--- src/vmac_pkg.sv ---
`default_nettype none

package vmac_pkg;

    // lane geometry
    localparam int LANES  = 4;
    localparam int LANE_W = 16;
    localparam int PHIT_W = LANES * LANE_W;   // 64-bit stream word
    localparam int KEEP_W = PHIT_W / 8;       // two keep bits per lane

    // vector register file
    localparam int RF_DEPTH  = 16;
    localparam int RF_ADDR_W = 4;
    localparam int LEN_W     = 5;             // run length 1..16

    // buffering
    localparam int FIFO_DEPTH = 16;
    localparam int FIFO_CNT_W = $clog2(FIFO_DEPTH + 1);

    // fixed depth of the mac pipeline
    localparam int PE_LATENCY = 2;

    // one 16-bit integer lane, arithmetic wraps
    typedef logic [LANE_W-1:0] lane_t;

    // lane 0 sits in the low bits
    typedef logic [PHIT_W-1:0] vec_t;

    typedef enum logic [1:0] {
        OP_ZERO      = 2'd0,  // clear entries
        OP_LOAD      = 2'd1,  // entries from stream
        OP_MACC      = 2'd2,  // dst += beat * src
        OP_STREAMOUT = 2'd3   // entries to output stream
    } vop_t;

endpackage

`default_nettype wire

--- src/vreg_port_if.sv ---
`timescale 1ns/100ps
`default_nettype none

interface vreg_port_if import vmac_pkg::*; ();

    // issue side, one step per rd_valid
    logic                 rd_valid;
    vop_t                 rd_op;      // opcode rides with the step
    logic [RF_ADDR_W-1:0] rd_addr;    // destination entry
    vec_t                 rd_src;
    vec_t                 rd_dst;
    logic                 rd_last;

    // retire side
    logic                 wb_en;
    logic [RF_ADDR_W-1:0] wb_addr;
    vec_t                 wb_data;
    logic                 retire_last;

    modport sweep (
        output rd_valid, rd_op, rd_addr, rd_src, rd_dst, rd_last,
        input  wb_en, wb_addr, wb_data, retire_last
    );

    modport pe (
        input  rd_valid, rd_op, rd_addr, rd_src, rd_dst, rd_last,
        output wb_en, wb_addr, wb_data, retire_last
    );

endinterface

`default_nettype wire

--- src/lane_fifo.sv ---
`timescale 1ns/100ps
`default_nettype none

module lane_fifo #(
    parameter int WIDTH = 16,
    parameter int DEPTH = 16
) (
    input  logic                       clk,
    input  logic                       rst,
    input  logic                       i_push,
    input  logic [WIDTH-1:0]           i_din,
    input  logic                       i_pop,
    output logic [WIDTH-1:0]           o_dout,
    output logic                       o_empty,
    output logic                       o_full,
    output logic [$clog2(DEPTH+1)-1:0] o_count
);

    localparam int PTR_W = (DEPTH > 1) ? $clog2(DEPTH) : 1;
    localparam int CNT_W = $clog2(DEPTH + 1);

    logic [WIDTH-1:0] mem [DEPTH];
    logic [PTR_W-1:0] rd_ptr;
    logic [PTR_W-1:0] wr_ptr;
    logic [CNT_W-1:0] used;
    logic             do_push;
    logic             do_pop;

    // wraps at DEPTH, not only at a power of two
    function automatic logic [PTR_W-1:0] ptr_next(input logic [PTR_W-1:0] p);
        ptr_next = (p == PTR_W'(DEPTH - 1)) ? '0 : p + 1'b1;
    endfunction

    assign o_empty = (used == '0);
    assign o_full  = (used == CNT_W'(DEPTH));
    assign o_count = CNT_W'(DEPTH) - used;  // free slots
    assign o_dout  = mem[rd_ptr];           // show-ahead head

    assign do_push = i_push && !o_full;
    assign do_pop  = i_pop && !o_empty;

    always_ff @(posedge clk) begin
        if (do_push) begin
            mem[wr_ptr] <= i_din;
        end
    end

    always_ff @(posedge clk) begin
        if (rst) begin
            rd_ptr <= '0;
            wr_ptr <= '0;
            used   <= '0;
        end else begin
            if (do_push) begin
                wr_ptr <= ptr_next(wr_ptr);
            end
            if (do_pop) begin
                rd_ptr <= ptr_next(rd_ptr);
            end
            case ({do_push, do_pop})
                2'b10:   used <= used + 1'b1;
                2'b01:   used <= used - 1'b1;
                default: used <= used;  // idle or push and pop together
            endcase
        end
    end

endmodule

`default_nettype wire

--- src/stream_in_buffer.sv ---
`timescale 1ns/100ps
`default_nettype none

module stream_in_buffer import vmac_pkg::*; (
    input  logic              clk,
    input  logic              rst,
    input  vec_t              i_tdata,
    input  logic [KEEP_W-1:0] i_tkeep,
    input  logic              i_tvalid,
    output logic              o_tready,
    output vec_t              o_beat,
    output logic              o_beat_avail,
    input  logic              i_beat_take
);

    logic [LANES-1:0] lane_push;
    logic [LANES-1:0] lane_full;
    logic [LANES-1:0] lane_empty;

    // accept only while every lane can take a word
    assign o_tready = ~|lane_full;

    // a beat is usable once all four lanes hold data
    assign o_beat_avail = ~|lane_empty;

    for (genvar l = 0; l < LANES; l++) begin : g_lane
        // both keep bits of the lane must be set
        assign lane_push[l] = i_tvalid && o_tready
                              && (&i_tkeep[l*(KEEP_W/LANES) +: (KEEP_W/LANES)]);

        lane_fifo #(
            .WIDTH (LANE_W),
            .DEPTH (FIFO_DEPTH)
        ) u_fifo (
            .clk     (clk),
            .rst     (rst),
            .i_push  (lane_push[l]),
            .i_din   (i_tdata[l*LANE_W +: LANE_W]),
            .i_pop   (i_beat_take),  // joint pop over lanes
            .o_dout  (o_beat[l*LANE_W +: LANE_W]),
            .o_empty (lane_empty[l]),
            .o_full  (lane_full[l]),
            .o_count ()
        );
    end

endmodule

`default_nettype wire

--- src/stream_out_buffer.sv ---
`timescale 1ns/100ps
`default_nettype none

module stream_out_buffer import vmac_pkg::*; (
    input  logic              clk,
    input  logic              rst,
    input  logic              i_push,
    input  vec_t              i_data,
    input  logic              i_last,
    output vec_t              o_tdata,
    output logic [KEEP_W-1:0] o_tkeep,
    output logic              o_tvalid,
    output logic              o_tlast,
    input  logic              i_tready,
    output logic              o_room
);

    logic [LANES-1:0]      lane_empty;
    logic [LANES-1:0]      lane_last;
    logic [FIFO_CNT_W-1:0] lane_free [LANES];
    logic [FIFO_CNT_W-1:0] min_free;
    logic                  pop;

    assign o_tvalid = ~|lane_empty;
    assign o_tlast  = o_tvalid && (&lane_last);  // head is stale while empty
    assign pop      = o_tvalid && i_tready;

    for (genvar l = 0; l < LANES; l++) begin : g_lane
        assign o_tkeep[l*(KEEP_W/LANES) +: (KEEP_W/LANES)] = {(KEEP_W/LANES){!lane_empty[l]}};

        // last flag travels as the top bit of each lane word
        lane_fifo #(
            .WIDTH (LANE_W + 1),
            .DEPTH (FIFO_DEPTH)
        ) u_fifo (
            .clk     (clk),
            .rst     (rst),
            .i_push  (i_push),
            .i_din   ({i_last, i_data[l*LANE_W +: LANE_W]}),
            .i_pop   (pop),
            .o_dout  ({lane_last[l], o_tdata[l*LANE_W +: LANE_W]}),
            .o_empty (lane_empty[l]),
            .o_full  (),
            .o_count (lane_free[l])
        );
    end

    always_comb begin
        min_free = lane_free[0];
        for (int l = 1; l < LANES; l++) begin
            if (lane_free[l] < min_free) begin
                min_free = lane_free[l];
            end
        end
    end

    // room for every step in flight plus the one about to issue
    assign o_room = (min_free >= FIFO_CNT_W'(PE_LATENCY + 1));

endmodule

`default_nettype wire

--- src/vector_mac_pe.sv ---
`timescale 1ns/100ps
`default_nettype none

module vector_mac_pe import vmac_pkg::*; (
    input  logic    clk,
    input  logic    rst,
    input  vec_t    i_beat,
    vreg_port_if.pe port,
    output logic    o_out_push,
    output vec_t    o_out_data,
    output logic    o_out_last
);

    // stage 1
    logic                 s1_valid;
    logic                 s1_last;
    vop_t                 s1_op;
    logic [RF_ADDR_W-1:0] s1_addr;
    vec_t                 s1_beat;
    vec_t                 s1_src;
    vec_t                 s1_dst;
    lane_t                prod [LANES];
    vec_t                 result;

    // stage 2
    logic                 s2_wb;
    logic                 s2_push;
    logic                 s2_last;
    logic [RF_ADDR_W-1:0] s2_addr;
    vec_t                 s2_data;

    always_ff @(posedge clk) begin
        if (rst) begin
            s1_valid <= 1'b0;
            s1_last  <= 1'b0;
        end else begin
            s1_valid <= port.rd_valid;
            s1_last  <= port.rd_valid && port.rd_last;
        end
    end

    always_ff @(posedge clk) begin
        s1_op   <= port.rd_op;
        s1_addr <= port.rd_addr;
        s1_beat <= i_beat;   // head of the input fifos on issue
        s1_src  <= port.rd_src;
        s1_dst  <= port.rd_dst;
    end

    // products and select, all lanes wrap at 16 bits
    always_comb begin
        for (int l = 0; l < LANES; l++) begin
            prod[l] = s1_beat[l*LANE_W +: LANE_W] * s1_src[l*LANE_W +: LANE_W];
            case (s1_op)
                OP_ZERO: result[l*LANE_W +: LANE_W] = '0;
                OP_LOAD: result[l*LANE_W +: LANE_W] = s1_beat[l*LANE_W +: LANE_W];
                OP_MACC: result[l*LANE_W +: LANE_W] = s1_dst[l*LANE_W +: LANE_W] + prod[l];
                default: result[l*LANE_W +: LANE_W] = s1_src[l*LANE_W +: LANE_W];
            endcase
        end
    end

    always_ff @(posedge clk) begin
        if (rst) begin
            s2_wb   <= 1'b0;
            s2_push <= 1'b0;
            s2_last <= 1'b0;
        end else begin
            s2_wb   <= s1_valid && (s1_op != OP_STREAMOUT);
            s2_push <= s1_valid && (s1_op == OP_STREAMOUT);  // streamout writes nothing
            s2_last <= s1_last;
        end
    end

    always_ff @(posedge clk) begin
        s2_addr <= s1_addr;
        s2_data <= result;
    end

    assign port.wb_en       = s2_wb;
    assign port.wb_addr     = s2_addr;
    assign port.wb_data     = s2_data;
    assign port.retire_last = s2_last;

    assign o_out_push = s2_push;
    assign o_out_data = s2_data;
    assign o_out_last = s2_last;

endmodule

`default_nettype wire

--- src/vmac_engine.sv ---
`timescale 1ns/100ps
`default_nettype none

module vmac_engine import vmac_pkg::*; (
    input  logic                 clk,
    input  logic                 rst,
    // command
    input  logic                 i_cmd_start,
    input  vop_t                 i_cmd_op,
    input  logic [RF_ADDR_W-1:0] i_cmd_dst,
    input  logic [RF_ADDR_W-1:0] i_cmd_src,
    input  logic [LEN_W-1:0]     i_cmd_len,
    // stream in
    input  vec_t                 i_tdata_in,
    input  logic [KEEP_W-1:0]    i_tkeep_in,
    input  logic                 i_tvalid_in,
    output logic                 o_tready_in,
    // stream out
    output vec_t                 o_tdata_out,
    output logic [KEEP_W-1:0]    o_tkeep_out,
    output logic                 o_tvalid_out,
    output logic                 o_tlast_out,
    input  logic                 i_tready_out,
    // status
    output logic                 o_busy,
    output logic                 o_done
);

    vec_t beat;
    logic beat_avail;
    logic beat_take;
    logic out_push;
    vec_t out_data;
    logic out_last;
    logic out_room;

    vreg_port_if vport ();

    stream_in_buffer u_stream_in (
        .clk          (clk),
        .rst          (rst),
        .i_tdata      (i_tdata_in),
        .i_tkeep      (i_tkeep_in),
        .i_tvalid     (i_tvalid_in),
        .o_tready     (o_tready_in),
        .o_beat       (beat),
        .o_beat_avail (beat_avail),
        .i_beat_take  (beat_take)
    );

    vreg_sweep u_sweep (
        .clk          (clk),
        .rst          (rst),
        .i_cmd_start  (i_cmd_start),
        .i_cmd_op     (i_cmd_op),
        .i_cmd_dst    (i_cmd_dst),
        .i_cmd_src    (i_cmd_src),
        .i_cmd_len    (i_cmd_len),
        .i_beat_avail (beat_avail),
        .o_beat_take  (beat_take),
        .i_out_room   (out_room),
        .o_busy       (o_busy),
        .o_done       (o_done),
        .port         (vport.sweep)
    );

    vector_mac_pe u_pe (
        .clk        (clk),
        .rst        (rst),
        .i_beat     (beat),
        .port       (vport.pe),
        .o_out_push (out_push),
        .o_out_data (out_data),
        .o_out_last (out_last)
    );

    stream_out_buffer u_stream_out (
        .clk      (clk),
        .rst      (rst),
        .i_push   (out_push),
        .i_data   (out_data),
        .i_last   (out_last),
        .o_tdata  (o_tdata_out),
        .o_tkeep  (o_tkeep_out),
        .o_tvalid (o_tvalid_out),
        .o_tlast  (o_tlast_out),
        .i_tready (i_tready_out),
        .o_room   (out_room)
    );

endmodule

`default_nettype wire

--- src/vreg_sweep.sv ---
`timescale 1ns/100ps
`default_nettype none

module vreg_sweep import vmac_pkg::*; (
    input  logic                 clk,
    input  logic                 rst,
    input  logic                 i_cmd_start,
    input  vop_t                 i_cmd_op,
    input  logic [RF_ADDR_W-1:0] i_cmd_dst,
    input  logic [RF_ADDR_W-1:0] i_cmd_src,
    input  logic [LEN_W-1:0]     i_cmd_len,
    input  logic                 i_beat_avail,
    output logic                 o_beat_take,
    input  logic                 i_out_room,
    output logic                 o_busy,
    output logic                 o_done,
    vreg_port_if.sweep           port
);

    typedef enum logic [1:0] {
        ST_IDLE,
        ST_ISSUE,  // stepping through the run
        ST_DRAIN   // waiting for the last step to leave the pe
    } state_t;

    state_t               state;
    vop_t                 op;
    logic [LEN_W-1:0]     remaining;
    logic [RF_ADDR_W-1:0] dst_ptr;
    logic [RF_ADDR_W-1:0] src_ptr;
    logic                 step_ok;
    logic                 issue;
    logic                 last_step;

    vec_t rf [RF_DEPTH];

    // per-opcode condition for issuing a step
    always_comb begin
        case (op)
            OP_ZERO:      step_ok = 1'b1;
            OP_LOAD:      step_ok = i_beat_avail;
            OP_MACC:      step_ok = i_beat_avail;
            OP_STREAMOUT: step_ok = i_out_room;
            default:      step_ok = 1'b0;
        endcase
    end

    assign issue       = (state == ST_ISSUE) && step_ok;
    assign last_step   = (remaining == LEN_W'(1));
    assign o_beat_take = issue && ((op == OP_LOAD) || (op == OP_MACC));
    assign o_busy      = (state != ST_IDLE);

    // both reads are combinational on the issue cycle
    assign port.rd_valid = issue;
    assign port.rd_op    = op;
    assign port.rd_addr  = dst_ptr;
    assign port.rd_src   = rf[src_ptr];
    assign port.rd_dst   = rf[dst_ptr];
    assign port.rd_last  = last_step;

    always_ff @(posedge clk) begin
        if (rst) begin
            state     <= ST_IDLE;
            op        <= OP_ZERO;
            remaining <= '0;
            o_done    <= 1'b0;
        end else begin
            o_done <= 1'b0;
            case (state)
                ST_IDLE: begin
                    // a zero length run is dropped
                    if (i_cmd_start && (i_cmd_len != '0)) begin
                        op        <= i_cmd_op;
                        remaining <= i_cmd_len;
                        state     <= ST_ISSUE;
                    end
                end
                ST_ISSUE: begin
                    if (issue) begin
                        remaining <= remaining - 1'b1;
                        if (last_step) begin
                            state <= ST_DRAIN;
                        end
                    end
                end
                ST_DRAIN: begin
                    if (port.retire_last) begin
                        state  <= ST_IDLE;
                        o_done <= 1'b1;  // lands with busy falling
                    end
                end
                default: state <= ST_IDLE;
            endcase
        end
    end

    // address sweep, wraps naturally past entry 15
    always_ff @(posedge clk) begin
        if ((state == ST_IDLE) && i_cmd_start) begin
            dst_ptr <= i_cmd_dst;
            src_ptr <= i_cmd_src;
        end else if (issue) begin
            dst_ptr <= dst_ptr + 1'b1;
            src_ptr <= src_ptr + 1'b1;
        end
    end

    always_ff @(posedge clk) begin
        if (port.wb_en) begin
            rf[port.wb_addr] <= port.wb_data;
        end
    end

endmodule

`default_nettype wire
--- config.mk ---
export PLATFORM = sky130hd
export DESIGN_NAME = vmac_engine
export DESIGN_NICKNAME = d
export VERILOG_FILES = /design/src/vmac_pkg.sv /design/src/vreg_port_if.sv /design/src/lane_fifo.sv /design/src/stream_in_buffer.sv /design/src/stream_out_buffer.sv /design/src/vector_mac_pe.sv /design/src/vmac_engine.sv /design/src/vreg_sweep.sv
export SDC_FILE = /design/constraint.sdc
export NUM_CORES = 2
export LEC_CHECK = 0
export CORE_UTILIZATION = 50
export CTS_CLUSTER_DIAMETER = 60
export DETAILED_ROUTE_END_ITERATION = 7
export DONT_BUFFER_PORTS = 1
export PLACE_DENSITY = 0.62
export SLEW_MARGIN = 20
export SYNTH_ARGS = -nofsm -noshare
export SYNTH_HDL_FRONTEND = slang
export SYNTH_SLANG_ARGS = --single-unit
--- constraint.sdc ---
create_clock -name clk -period 9.1 [get_ports clk]
set_input_delay 1.82 -clock clk [delete_from_list [all_inputs] [get_ports clk]]
set_output_delay 1.82 -clock clk [all_outputs]
set_load 0.02 [all_outputs]
* Word level (Yosys, flattened, before mapping)
Memory sizes are Yosys's and may differ from the RTL's. A register that Yosys moved wholly into a read port is not among the register bits.
Index checks and enable logic that the tools add are counted.
** Storage, ports and cells
- Register bits after elaboration :: 201
- Bits in latches :: 0
- Bits in writable memories :: 3136
- ROM bits :: 0
- Input port bits :: 92
- Output and inout port bits :: 77
- Memories :: 9
** Operators by class
- Add/subtract/negate cells :: 43
- $mul :: 4
- Divide/modulo/power cells :: 0
- Magnitude comparators :: 4
- Equality and inequality tests :: 54
- Shift-type cells :: 0
- Multiplexer cells :: 71
- Bitwise gates (word level) :: 1
- Reductions and logical operators :: 86
** Memories
- u_sweep.rf :: words 16, bits a word 64, rd ports 2, clocked after Yosys merged registers in 2, wr ports 1, line vreg_sweep.sv:35 : vec_t rf [RF_DEPTH];
- u_stream_out.g_lane[0].u_fifo.mem :: words 16, bits a word 17, rd ports 1, clocked after Yosys merged registers in 1, wr ports 1, line lane_fifo.sv:22 : logic [WIDTH-1:0] mem [DEPTH];
- u_stream_out.g_lane[1].u_fifo.mem :: words 16, bits a word 17, rd ports 1, clocked after Yosys merged registers in 1, wr ports 1, line lane_fifo.sv:22
- u_stream_out.g_lane[2].u_fifo.mem :: words 16, bits a word 17, rd ports 1, clocked after Yosys merged registers in 1, wr ports 1, line lane_fifo.sv:22
- u_stream_out.g_lane[3].u_fifo.mem :: words 16, bits a word 17, rd ports 1, clocked after Yosys merged registers in 1, wr ports 1, line lane_fifo.sv:22
- u_stream_in.g_lane[0].u_fifo.mem :: words 16, bits a word 16, rd ports 1, clocked after Yosys merged registers in 1, wr ports 1, line lane_fifo.sv:22
- 3 more memories
** Operators by type and width (number)
- 16-bit case mux with 3 select lines :: 4
- 4-bit 2-to-1 mux :: 28
- 5-bit case mux with 2 select lines :: 9
- 4-bit by 1-bit adder with 4-bit output (second input constant) :: 18
- 16-bit adder :: 4
- 4-bit equality test (second input constant) :: 16
- 16-bit by 16-bit multiplier with 16-bit output :: 4
- 5-bit by 1-bit subtractor with 5-bit output (second input constant) :: 9
- 5-bit by 1-bit adder with 5-bit output (second input constant) :: 8
- 5-bit equality test (second input constant) :: 8
- 5-bit zero test :: 8
- 1-bit logical AND :: 30
- 2-bit equality test (second input constant) :: 13
- 5-bit 2-to-1 mux :: 5
- 2-bit by 1-bit equality test with 1-bit output (second input constant) :: 11
- 2-bit nonzero test :: 11
- 5-bit subtractor (first input constant) :: 4
- 1-bit zero test :: 19
- 1-bit 2-to-1 mux :: 19
- 5-bit < comparator :: 3
- 4-bit OR reduction :: 3
- 2-bit AND reduction :: 5
- 2-bit 2-to-1 mux :: 4
- 2-bit by 1-bit != test with 1-bit output (second input constant) :: 4
- other kinds (12) :: 16

* Logic depth before layout (Yosys ltp)
- Depth after elaboration :: 14
- Gate-level depth with buffers :: 38
- Gate-level depth less buffers :: 35

* Modules after synthesis
From an unflattened synthesis, not the netlist that was laid out.
** Unflattened totals
- Cells, all modules :: 8690
- Area total of the unflattened synthesis :: 161304.7 um2
** By module, submodules not included
- vreg_sweep :: times used 1, cells each 1951, area each 47549.4 um2, seq. area each 31350.1 um2
- lane_fifo (u_stream_in.g_lane[0].u_fifo ...) :: times used 4, cells each 483, area each 10806.6 um2, seq. area each 8027.7 um2
- lane_fifo (u_stream_out.g_lane[1].u_fifo ...) :: times used 3, cells each 508, area each 11220.8 um2, seq. area each 8508.2 um2
- vector_mac_pe :: times used 1, cells each 2692, area each 25006.5 um2, seq. area each 5425.2 um2
- lane_fifo (u_stream_out.g_lane[0].u_fifo) :: times used 1, cells each 506, area each 11243.3 um2, seq. area each 8508.2 um2
- stream_out_buffer :: times used 1, cells each 74, area each 560.5 um2, seq. area each 0.0 um2
- stream_in_buffer :: times used 1, cells each 11, area each 56.3 um2, seq. area each 0.0 um2

* Worst setup path before layout
Ideal clock, no wire load.
- Path type :: register to register
- Start point :: register u_stream_out.g_lane[0].u_fifo.used[0]
- End point :: register u_stream_in.g_lane[0].u_fifo.used[4]
- Arrival time :: 6401 ps
- Data required time :: 9030 ps
- Slack :: 2629 ps
- Stages on the path, launching flop included :: 37
- Path buffers :: 2
- Path through :: dfxtp_1 inv_1 ha_1 inv_1 ha_1 a21oi_1 maj3_1 a21o_1 buf_6 mux2i_1 ha_1 a211o_1 a311o_1 a2bb2oi_2 nor2_1 a21oi_1 ha_1 a21oi_1 nor2b_1 o21ai_1 nand2b_1 a2111oi_0 a211oi_2 mux2i_1 a21oi_4 buf_6 nand2_4 inv_2 ha_1 inv_1 fa_1 inv_1 a21o_1 a21oi_1 xnor2_1 or3_1 a21oi_1
** On the way
- Word-level cells in the longest chain between the ends :: 14
** Ends and longest elaborated chain
- from (decl) :: line lane_fifo.sv:25 : logic [CNT_W-1:0] used;
- from (signal assigned) :: line lane_fifo.sv:61 : 2'b10: used <= used + 1'b1;
- from (signal assigned) :: line lane_fifo.sv:62 : 2'b01: used <= used - 1'b1;
- from (signal assigned) :: line lane_fifo.sv:63 : default: used <= used;
- 5-bit subtractor * :: line lane_fifo.sv:36 : assign o_count = CNT_W'(DEPTH) - used;
- 5-bit < comparator :: line stream_out_buffer.sv:51 : if (lane_free[l] < min_free) begin
- 5-bit 2-to-1 mux * :: line stream_out_buffer.sv:51
- 5-bit < comparator :: line stream_out_buffer.sv:51
- 5-bit 2-to-1 mux * :: line stream_out_buffer.sv:51
- 5-bit < comparator :: line stream_out_buffer.sv:51
- 5-bit 2-to-1 mux * :: line stream_out_buffer.sv:51
- 5-bit by 2-bit >= comparator with 1-bit output * :: line stream_out_buffer.sv:58 : assign o_room = (min_free >= FIFO_CNT_W'(PE_LATENCY + 1));
- 1-bit case mux with 3 select lines * :: line vreg_sweep.sv:39 : case (op)
- 1-bit logical AND * :: line vreg_sweep.sv:48 : assign issue = (state == ST_ISSUE) && step_ok;
- 1-bit logical AND * :: line vreg_sweep.sv:50 : assign o_beat_take = issue && ((op == OP_LOAD) || (op == OP_MACC));
- 1-bit logical AND * :: line lane_fifo.sv:40 : assign do_pop = i_pop && !o_empty;
- net u_stream_in.g_lane[0].u_fifo.do_pop :: line lane_fifo.sv:27 : logic do_pop;
- 2-bit by 1-bit equality test with 1-bit output / 2-bit equality test (equally long branches) :: line lane_fifo.sv:60 : case ({do_push, do_pop})
- 5-bit case mux with 2 select lines / 2-bit nonzero test (equally long branches)
- to (signal assigned) :: line lane_fifo.sv:61
- to (signal assigned) :: line lane_fifo.sv:62
- to (signal assigned) :: line lane_fifo.sv:63
- to (decl) :: line lane_fifo.sv:25
The timed path passes the listed nets; every way through them passes the cells marked *.
A chain may end at the register's enable or synchronous reset.

* Worst setup path after layout
- Start point :: register u_stream_out.g_lane[0].u_fifo.used[0]
- End point :: register u_stream_in.g_lane[1].u_fifo.used[4]
** On the way
- Word-level cells in the longest chain between the ends :: 14
** Ends and longest elaborated chain (line)
- 5-bit subtractor * :: lane_fifo.sv:36
- 5-bit < comparator :: stream_out_buffer.sv:51
- 5-bit 2-to-1 mux * :: stream_out_buffer.sv:51
- 5-bit < comparator :: stream_out_buffer.sv:51
- 5-bit 2-to-1 mux * :: stream_out_buffer.sv:51
- 5-bit < comparator :: stream_out_buffer.sv:51
- 5-bit 2-to-1 mux * :: stream_out_buffer.sv:51
- 5-bit by 2-bit >= comparator with 1-bit output * :: stream_out_buffer.sv:58
- 1-bit case mux with 3 select lines * :: vreg_sweep.sv:39
- 1-bit logical AND * :: vreg_sweep.sv:48
- 1-bit logical AND * :: vreg_sweep.sv:50
- 1-bit logical AND * :: lane_fifo.sv:40
- net u_stream_in.g_lane[1].u_fifo.do_pop :: lane_fifo.sv:27
- 2-bit by 1-bit equality test with 1-bit output / 2-bit equality test (equally long branches) :: lane_fifo.sv:60
- 5-bit case mux with 2 select lines / 2-bit nonzero test (equally long branches)
- to (signal assigned) :: lane_fifo.sv:61
- to (signal assigned) :: lane_fifo.sv:62
- to (signal assigned) :: lane_fifo.sv:63
- to (decl) :: lane_fifo.sv:25
Marks and branches as above.

==> results.tsv <==
stage	metric	value	unit
pwr	Sw Pwr	24.4	mW
pwr	Logic pwr share	0.465	
timing	setup tns final	0	ps
detailed_routing	vias per cell	6.07	
floorplan	die height	564	um
cells_and_area	most common cell after layout, fill and taps aside	edfxtp_1	
clock_network	post-cts repair resize count	0	
cells_and_area	area grow syn2layout	11.5	%
floorplan	Core ar.	315000	sq um
global_route	largest net degree at the start of global routing	131	
pwr	internal power	41.5	mW
detailed_routing	vias	81927	
synthesis	mapped cell area	158000	sq um
critical_path	R2R Setup Slk	1300	ps
placement	port bufs	0	
critical_path	R2R depth	33	
detailed_routing	drt wl/cell	29.6	um
critical_path	max incr delay on CP	580	ps
cells_and_area	Filler cells	23849	
synthesis	ys flop type	edfxtp_1	
global_route	GRT Util Overall	0.253	
cells_and_area	design area	176000	sq um
job	number of max-cap violations	0	
critical_path	Worst Setup End Kind	flip-flop	
timing	Tmin final	7800	ps
pwr	PwrDens	374	nW/um^2
timing	worst slew pin tran	1170	ps
pwr	Clock Power Share	0.232	
clock_network	post-CTS setup buffer count	0	
critical_path	FF-to-FF End	u_stream_in.g_lane[1].u_fifo.used[4]	
placement	Final GP Congestion	0.852	
clock_network	hold buffer count at cts	0	
critical_path	FF-to-FF Start	u_stream_out.g_lane[0].u_fifo.used[0]	
detailed_routing	Routed Antenna Nets	0	
min_path	WHS Path Cells	0	
synthesis	asr flop ratio synth	0	
timing	Hold Vio Cnt, Final	0	
pwr	Seq pwr share	0.302	
clock_network	clock root buffer	clkbuf_16	
detailed_routing	first-iteration detailed-routing DRC count	8030	
timing	Slew Limit Fails	0	
critical_path	Setup crit end	u_stream_in.g_lane[1].u_fifo.used[4]	
placement	Post-Place Setup Slack	1360	ps
clock_network	Num CTS Buffers	376	
synthesis	post-synth cell types	74	
synthesis	Avg Synthesized Cell Area	17.8	sq um
detailed_routing	drt drc	0	
synthesis	syn_nets	9656	
timing	Final period util	0.857	
timing	RSZ-0062 raised after global routing	false	
placement	hpwl dp	235000	um
cells_and_area	Final #Nets	9780	
global_route	vias in the first global route	86441	
timing	Max-slew headroom	0.217	
synthesis	Post-synth EDFFs	3144	
outcome	status	finished clean	
floorplan	FP Rows	206	
synthesis	Synth Warn #	0	
floorplan	io pins	169	
timing	Final setup viols	0	
global_route	global-route wire length before repair	585000	um
global_route	total gr overflow	0	
min_path	hold crit path type	flip-flop to flip-flop	
critical_path	largest fanout on the critical path	15	
synthesis	post-synthesis cell count	8874	
critical_path	crit path from	u_stream_out.g_lane[0].u_fifo.used[0]	
timing	post-route setup slack	1300	ps
pwr	Max VDD drop	0.959	mV
detailed_routing	drt first pass iters	6	
pwr	Pleak	59.8	nW
detailed_routing	WL final	400000	um
critical_path	Crit path arrival time	8660	ps
clock_network	Max clock buf depth	4	
global_route	initial antenna violation count	23	
pwr	switching part of the total	0.370	
critical_path	worst setup path class	flip-flop to flip-flop	
critical_path	nature of the critical path startpoint	flip-flop	
timing	Max Clock Skew	66.7	ps
placement	dpl cell area	164000	sq um
clock_network	clock sinks	3545	
timing	Fmax	128	MHz
floorplan	Die X	564	um
floorplan	die area	319000	sq um
cells_and_area	commonest cells after routing, fill and taps aside	3144 x edfxtp_1, 1108 x mux4_2, 656 x inv_1, 569 x nand2_1, 385 x clkbuf_16	
clock_network	clock latency on the worst-skew pair	960	ps
synthesis	synthesis-stage register bit count	3545	
synthesis	post-synthesis sequential area ratio	0.648	
clock_network	CTS tree	done	
clock_network	CTS clock-pin slew for the worst setup and hold paths	60	ps
clock_network	number of H-tree levels	5	
critical_path	CP max stage cell	a21oi_4	
critical_path	Req. time, crit path	9960	ps
cells_and_area	layout cell share with drive strength beyond 1	0.229	
floorplan	Initial Util	0.502	
## how the worst min path moves through the flow
stage	to	from	slack [ps]
finish	u_pe.port.wb_addr[1]	u_pe.s1_addr[1]	330
global route	u_pe.port.wb_addr[1]	u_pe.s1_addr[1]	330
global placement	u_pe.port.wb_addr[2]	u_pe.s1_addr[2]	310
detailed placement	u_pe.port.wb_addr[1]	u_pe.s1_addr[1]	310
CTS	u_pe.port.wb_addr[1]	u_pe.s1_addr[1]	330
floorplan	u_pe.port.wb_addr[0]	u_pe.s1_addr[0]	310
## kinds of logic (layout without fill, tap and decap cells)
logic type,count (synthesis),count (layout),share of synthesized area
buf+inv,1143,1584,0.0273
mux,1403,1403,0.177
fa+ha+maj,691,691,0.0729
xor+xnor,241,241,0.0133
other cells,0,11,0
simple gates,1154,1154,0.0337
flops,3545,3545,0.648
compound gates,697,697,0.0277
## flip-flops by register name (all words and copies together), names as in the netlist, 5 cells and up, named ones only
signal and flops:
u_pe.o_out_data 64, u_pe.s1_beat 64, u_pe.s1_dst 64, u_pe.s1_src 64
u_stream_in.g_lane.u_fifo.mem 1024, u_stream_in.g_lane.u_fifo.rd_ptr 16, u_stream_in.g_lane.u_fifo.used 20, u_stream_in.g_lane.u_fifo.wr_ptr 16
u_stream_out.g_lane.u_fifo.mem 1088, u_stream_out.g_lane.u_fifo.rd_ptr 16, u_stream_out.g_lane.u_fifo.used 20, u_stream_out.g_lane.u_fifo.wr_ptr 16
u_sweep.remaining 5, u_sweep.rf 1024
## critical path: cells and delay by family (launching register included)
family,cells,cell delay (ps)
multiplexers,2,520
AND/OR/NAND/NOR,6,1110
adder cells (fa/ha/maj),6,1680
buffers and inverters,5,540
flip-flops,1,380
AO/OA/AOI/OAI,13,3400
XOR/XNOR,1,130
## cells in the mapped netlist (all sizes together), types with 22 or more instances
| cell type | count | share of area |
|---|---|---|
| nor2 | 182 | 0.0043 |
| dfxtp | 401 | 0.051 |
| nor3 | 47 | 0.0015 |
| ha | 306 | 0.024 |
| inv | 659 | 0.016 |
| a22oi | 65 | 0.0031 |
| nand2b | 22 | 0.00092 |
| a21o | 26 | 0.0012 |
| a21oi | 206 | 0.0066 |
| buf | 133 | 0.0034 |
| and2 | 241 | 0.0095 |
| a221oi | 65 | 0.0036 |
| fa | 384 | 0.049 |
| o21ai | 222 | 0.0071 |
| mux4 | 1108 | 0.16 |
| a22o | 58 | 0.0032 |
| mux2 | 84 | 0.0060 |
| nand2 | 571 | 0.014 |
| clkbuf | 351 | 0.0083 |
| edfxtp | 3144 | 0.60 |
| o21bai | 24 | 0.0011 |
| xor2 | 82 | 0.0045 |
| mux2i | 211 | 0.013 |
| xnor2 | 159 | 0.0088 |
## through the flow
stage	hold slack, ps	util	instances	total power [mW]
4_1_cts	326	0.560	13475	66.4
5_1_grt	332	0.560	13476	71.0
3_5_place_dp	312	0.520	12780	50.9
6_report	327	0.560	13486	65.9
3_3_place_gp	312	0.520	12778	50.6
2_1_floorplan	310	-	8874	44.0
## final cells by class
type,count,area [sq um],share of cell area
clock buffers,508,10400,0.0588
diodes,11,27.5,0.000156
multi-input cells,4186,51700,0.293
clock inverters,187,2060,0.0117
repair buffers,230,1860,0.0105
inverters,659,2470,0.0140
flip-flops and latches,3545,103000,0.582
well taps,4160,5200,0.0295
## layer usage
metal  track usage  routed length (um)
met2         0.421              196000
met1         0.347              164000
met5             0                  54
met4        0.0709               11400
met3        0.0397               28100
## power by group through the flow
| stage | clock network (mW) | logic [mW] | registers [mW] |
|---|---|---|---|
| 3_5_place_dp | 0 | 30.7 | 20.3 |
| 2_1_floorplan | 0 | 24.5 | 19.5 |
| 5_1_grt | 16.1 | 34.8 | 20.0 |
| 6_report | 15.3 | 30.7 | 19.9 |
| 4_1_cts | 15.6 | 31.0 | 19.9 |
| 3_3_place_gp | 0 | 30.4 | 20.2 |
Power figures use the tool's default switching activity.
